==> src/hdl/cpuPkg.sv <==
package cpuPkg;

	localparam int WordWidth   = 32;
	localparam int NumRegs     = 32;
	localparam int OffsetWidth = 16;

	// Instruction field positions
	localparam int OpcodeLsb = 26;
	localparam int RsLsb     = 21;
	localparam int RtLsb     = 16;
	localparam int ShamtLsb  = 6;
	localparam int FuncLsb   = 0;
	localparam int JumpLsb   = 0;

	typedef logic [WordWidth-1:0] word_t;
	typedef logic [31:0]          instr_t;
	typedef logic [4:0]           regIdx_t;
	typedef logic [5:0]           opcode_t;
	typedef logic [5:0]           funcCode_t;

	localparam regIdx_t LinkReg = 5'd31;

	typedef enum opcode_t {
		ALU_R  = 6'd0,
		ALU_I  = 6'd1,
		SHIFT  = 6'd2,
		LOAD   = 6'd3,
		STORE  = 6'd4,
		BRANCH = 6'd5,
		JUMP   = 6'd6,
		JAL    = 6'd7,
		JR     = 6'd8,
		HALT   = 6'h3f
	} opcodeVal_e;

	typedef enum logic [2:0] {
		ALU_ADD, ALU_SUB, ALU_AND, ALU_XOR, ALU_SLL, ALU_SRL, ALU_SRA
	} aluOp_e;

	typedef enum logic [1:0] {SRC_RT, SRC_OFFSET, SRC_SHAMT} aluSrc_e;
	typedef enum logic [1:0] {DEST_RS, DEST_RT, DEST_LINK} regDest_e;
	typedef enum logic [1:0] {WB_ALU, WB_MEM, WB_PC1} wbSel_e;

	// Branch kinds, low 3 bits of funcCode pick one for BRANCH
	typedef enum logic [2:0] {
		BR_NONE, BR_JUMP, BR_BLTZ, BR_BZ, BR_BNZ, BR_BCY, BR_BNCY, BR_JR
	} branch_e;

	typedef enum logic {RUN, HALTED} ctrlState_e;

	typedef struct packed {
		aluOp_e   aluOp;
		aluSrc_e  aluSrc;
		regDest_e regDest;
		logic     regWrite;
		logic     memWrite;
		wbSel_e   wbSel;
		branch_e  branch;
		logic     carryWrite;
	} ctrl_t;

endpackage

==> src/hdl/controlUnit.sv <==
`timescale 1ns/1ps

module controlUnit (
	input  logic              clk,
	input  logic              rst,
	input  cpuPkg::opcode_t   opcode,
	input  cpuPkg::funcCode_t funcCode,
	output cpuPkg::ctrl_t     ctrl,
	output logic              halted
);
	import cpuPkg::*;

	ctrlState_e state;
	ctrl_t      dec;    // Raw decode before gating

	always_ff @(posedge clk) begin
		if (rst)
			state <= RUN;
		else if (state == RUN && opcode == HALT)
			state <= HALTED;
	end

	assign halted = (state == HALTED);

	////////////////////////////////////////////////////////////
	// Opcode decode
	////////////////////////////////////////////////////////////
	always_comb begin
		dec = '0;
		case (opcode)
			ALU_R, SHIFT: begin
				dec.aluOp    = aluOp_e'(funcCode[2:0]);
				dec.aluSrc   = (opcode == SHIFT) ? SRC_SHAMT : SRC_RT;
				dec.regDest  = DEST_RS;
				dec.regWrite = 1'b1;
				dec.carryWrite = (dec.aluOp inside {ALU_ADD, ALU_SUB});
			end
			ALU_I: begin
				dec.aluOp    = aluOp_e'(funcCode[2:0]);   // Shares bits with the offset
				dec.aluSrc   = SRC_OFFSET;
				dec.regDest  = DEST_RS;
				dec.regWrite = 1'b1;
				dec.carryWrite = (dec.aluOp inside {ALU_ADD, ALU_SUB});
			end
			LOAD: begin
				dec.aluSrc   = SRC_OFFSET;
				dec.regDest  = DEST_RT;
				dec.regWrite = 1'b1;
				dec.wbSel    = WB_MEM;
			end
			STORE: begin
				dec.aluSrc   = SRC_OFFSET;
				dec.memWrite = 1'b1;
			end
			BRANCH: begin
				case (branch_e'(funcCode[2:0]))
					BR_BLTZ, BR_BZ, BR_BNZ, BR_BCY, BR_BNCY: dec.branch = branch_e'(funcCode[2:0]);
					default: dec.branch = BR_NONE;
				endcase
			end
			JUMP: dec.branch = BR_JUMP;
			JAL: begin
				dec.branch   = BR_JUMP;
				dec.regDest  = DEST_LINK;
				dec.wbSel    = WB_PC1;
				dec.regWrite = 1'b1;
			end
			JR: dec.branch = BR_JR;
			default: dec = '0;   // HALT and unknown opcodes do nothing here
		endcase
	end

	always_comb begin
		ctrl = dec;
		if (rst || halted) begin
			ctrl.regWrite   = 1'b0;
			ctrl.memWrite   = 1'b0;
			ctrl.carryWrite = 1'b0;
			ctrl.branch     = BR_NONE;
		end
	end

	noWriteClash: assert property (@(posedge clk) !(ctrl.memWrite && ctrl.regWrite));

endmodule

==> config.mk <==
export PLATFORM = sky130hd
export DESIGN_NAME = controlUnit
export DESIGN_NICKNAME = d
export VERILOG_FILES = /design/src/hdl/cpuPkg.sv /design/src/hdl/controlUnit.sv
export SDC_FILE = /design/constraint.sdc
export NUM_CORES = 1
export LEC_CHECK = 0
export ABC_AREA = 0
export BUFFER_PORTS_ARGS = -buffer_cell sky130_fd_sc_hd__buf_2
export CAP_MARGIN = 20
export CELL_PAD_IN_SITES_DETAIL_PLACEMENT = 1
export CELL_PAD_IN_SITES_GLOBAL_PLACEMENT = 1
export CORE_UTILIZATION = 23
export CTS_BUF_LIST = sky130_fd_sc_hd__clkbuf_2 sky130_fd_sc_hd__clkbuf_4 sky130_fd_sc_hd__clkbuf_8
export DETAILED_ROUTE_END_ITERATION = 10
export HOLD_SLACK_MARGIN = 0.02
export PLACE_DENSITY_LB_ADDON = 0.1
export SKIP_CTS_REPAIR_TIMING = 1
export SLEW_MARGIN = 40
export SYNTH_ARGS = -nofsm -noshare
export SYNTH_HDL_FRONTEND = slang
export SYNTH_SLANG_ARGS = --single-unit
export TNS_END_PERCENT = 1
==> constraint.sdc <==
create_clock -name clk -period 2 [get_ports clk]
set_input_delay 0.2 -clock clk [delete_from_list [all_inputs] [get_ports clk]]
set_output_delay 0.2 -clock clk [all_outputs]
set_load 0.005 [all_outputs]
Yosys cells after proc, flatten, opt, wreduce, memory -nomap -nowiden
Cells that the tools add are included.
- reductions and logical operators: 10
- bitwise gates (word level): 1
- equal/unequal tests: 15
- multiplexer cells: 11
- operators with widths (kind ; count):
    6-bit by 3-bit equality test with 1-bit output, second input constant ; 4
    3-bit case mux with 3 select lines ; 2
    6-bit by 2-bit equality test with 1-bit output, second input constant ; 2
    3-bit equality test, second input constant ; 3
    2-bit case mux with 2 select lines ; 2
    3-bit by 2-bit equality test with 1-bit output, second input constant ; 2
    6-bit by 1-bit equality test with 1-bit output, second input constant ; 1
    6-bit by 4-bit equality test with 1-bit output, second input constant ; 1
    6-bit equality test, second input constant ; 1
    6-bit zero test ; 1
    3-bit 2-to-1 mux ; 2
    3-bit OR reduction ; 2
    5-bit OR reduction ; 1
    2-bit 2-to-1 mux ; 2
    4-bit 2-to-1 mux ; 1
    2-bit OR reduction ; 2
    3-bit by 1-bit equality test with 1-bit output, second input constant ; 1
    3-bit zero test ; 1
    1-bit 2-to-1 mux ; 2
    2-bit nonzero test ; 1
    1-bit logical AND ; 1
    1-bit logical OR ; 1
    1-bit NOT ; 1
- bits of input ports: 14
- bits in registers: 1
- output and inout port bits: 16
- word-level logic and storage cells: 38

Depth between registers and ports, before layout
- depth in word-level cells: 5
- mapped depth: 4
- depth with buffers taken out: 3

Worst setup path before layout
OpenSTA, ideal clock, no wires.
- path kind: input to output
- from: input port opcode[5]
- to: output port ctrl[0] (netlist bit)
- stages on the path: 4
- slack: 0.691 ns
- data arrival time: 1.109 ns
- data required time: 1.800 ns
- cell sequence: or3_1 > buf_6 > nor3b_4 > nor4b_4
- RTL lines (item ; line ; text):
    start: declaration ; controlUnit.sv:6 ; input cpuPkg::opcode_t opcode,
    end: declaration ; controlUnit.sv:8 ; output cpuPkg::ctrl_t ctrl,

==> reports/qor.yml <==
floorplan:
  start_util_pct: 25.9
  die_h_um: 38.3
  ios: 30
  die-area_mm2: 0.00147
  coreArea_mm2: 0.00117
  row_count: 12
  dieWidth_um: 38.3
setup_path:
  rr_startpoint: "halted"
  rrSetupSlack_ns: 1.37
  end_kind: "primary output"
  r2r_cells: 1
  arrival_ns: 1.42
  worst-setup-path-type: "primary input to primary output"
  path_max_fanout: 6
  r2r-end: "halted"
  start_kind: "primary input"
  critPathRequiredTime_ns: 1.80
logic_synthesis:
  ys_ff_latch: 1
  synth_area_per_cell_um2: 6.73
  synthCells: 45
  ys_seq_area_share_pct: 6.61
  synth.distinct_cells: 21
  syn_nets: 59
  synth_area_um2: 303
  ys_warn_count: 0
sta:
  max_freq_ghz: 0.619
  worstMarginPinSlew_ns: 0.378
  hold_viol: 0
  post-route-period-util_pct: 80.8
  fin_tns_setup_ns: 0
  slew_violations: 0
  setup_viol: 0
  fin_crit_ns: 1.62
  grt_setup_unrepaired: "no"
  fin_skew_ns: 0
  slew_headroom_pct: 74.4
  setup_ws_ns: 0.384
finish:
  instances_no_fill: 82
  largest_register_ffs: 1
  layout_commonest_cell: "buf_2"
  layout_common_cells: "26 x buf_2, 7 x nand2_1, 6 x nor2_1, 5 x nand3_1"
  n_antenna_cell: 0
  nNetsFinal: 84
  drive_gt1_share_pct: 48.5
  n_fill_cell: 163
  area_delta_synth_final_pct: 40.1
min_path:
  worstHoldStart: "rst"
  hold_depth: 2
  hold_end: "halted"
  hp-class: "primary input to flop"
pwr:
  leakagePower_nw: 0.213
  p_sw_w: 0.0000303
  p_comb_share_pct: 71.3
  swShare_pct: 41.8
  p_per_area_mw_per_mm2: 171
  p_seq_share_pct: 28.7
  peakVddDrop_mv: 0.115
  clock_power_share_pct: 0
  p_int_w: 0.0000422
placed_design:
  pre_cts_slack_ns: 0.370
  io_buffers: 26
  post-place-cells: 82
  place_congestion: 0.669
drt:
  drt-total-wl_um: 833
  antenna_left: 0
  wl_per_cell_um: 10.2
  drt_iter0_drc: 1
  vias: 394
  first_pass_iters: 2
  viasPerCell: 4.80
  remaining_drc_errors: 0
global_routing:
  grt_antenna_before_repair: 0
  grtUsageTotal_pct: 11.0
  grt_pass1_wl_um: 1240
  grt_max_degree: 12
  globalRouteOverflowTotal: 0
  top_usage_layer: "met2"
  gr-usage-met1_pct: 16.4
  met3_usage_pct: 0.581
  grt_pass1_vias: 306
  met2_usage_pct: 18.2
job:
  drv_cap: 0
clocking:
  clock_latency_ns: 0
  clk_pin_slew_ns: 0
status:
  status: "complete, no violations"
==> worst max path at each step <==
| stage | from | end | cells past startpoint | slack, ns |
|---|---|---|---|---|
| CTS | opcode[5] | ctrl[0] | 5 | 0.37 |
| global placement | opcode[5] | ctrl[0] | 5 | 0.39 |
| floorplan | opcode[5] | ctrl[0] | 4 | 0.69 |
| global route | opcode[5] | ctrl[0] | 5 | 0.29 |
| finish | opcode[5] | ctrl[0] | 5 | 0.38 |
| detailed placement | opcode[5] | ctrl[0] | 5 | 0.37 |
==> metal layers <==
layer	part of all wire, %	wire, um	vias up
li1	-	-	208
met1	47	393	173
met2	47	394	13
met3	5.4	45	0
met4	0	0	0
met5	0	0	-
==> critical path, cell delays in order <==
cell and delay, ns:
buf_2 0.12, or3_1 0.50, nor3b_4 0.25, nor4b_4 0.21, buf_2 0.14
==> layout make-up <==
type,instances,area (um2),share of cell area [%]
flip-flops and latches,1,20.0,4.72
multi-input cells,40,253,59.6
well taps,14,17.5,4.13
repair buffers,26,130,30.7
inverters,1,3.75,0.885
==> cell usage after synthesis, drive strengths merged <==
cell type / instances / area [um2]
a31oi: 1 / 6.26
or3: 1 / 6.26
nand3: 5 / 25.0
nand4b: 1 / 8.76
nor3b: 1 / 18.8
xor2: 1 / 8.76
and2: 3 / 22.5
nor2: 6 / 22.5
or2: 1 / 6.26
dfxtp: 1 / 20.0
nand2b: 1 / 6.26
buf: 3 / 26.3
nor3: 3 / 15.0
inv: 1 / 3.75
nand2: 7 / 26.3
a21oi: 2 / 10.0
o22ai: 3 / 18.8
nor4b: 3 / 41.3
o21ba: 1 / 10.0
==> power groups by stage <==
| stage | Combinational (W) | Sequential (W) | Clock (W) |
|---|---|---|---|
| 2_1_floorplan | 0.0000288 | 0.0000208 | 0 |
| 3_3_place_gp | 0.0000512 | 0.0000208 | 0 |
| 3_5_place_dp | 0.0000521 | 0.0000208 | 0 |
| 4_1_cts | 0.0000523 | 0.0000208 | 0 |
| 5_1_grt | 0.0000583 | 0.0000209 | 0 |
| 6_report | 0.0000517 | 0.0000208 | 0 |
==> stage by stage <==
step	total power [W]	cell area, um2	hold WS, ns	util, %
2_1_floorplan	0.0000497	303	0.379	-
3_3_place_gp	0.0000721	424	0.485	36.2
3_5_place_dp	0.0000730	424	0.495	36.2
4_1_cts	0.0000732	424	0.495	36.2
5_1_grt	0.0000791	424	0.509	36.2
6_report	0.0000725	424	0.495	36.2
==> cells by family (layout without fill, tap and decap cells) <==
| group | Yosys count | in the layout | synth area share [%] |
|---|---|---|---|
| AOI/OAI and AO/OA | 7 | 7 | 14.9 |
| DFF | 1 | 1 | 6.61 |
| xor gates and xnor gates | 1 | 1 | 2.89 |
| buffers and inverters | 4 | 27 | 9.91 |
| and+or+nand+nor | 32 | 32 | 65.7 |
(Power assumes the default switching activity.)
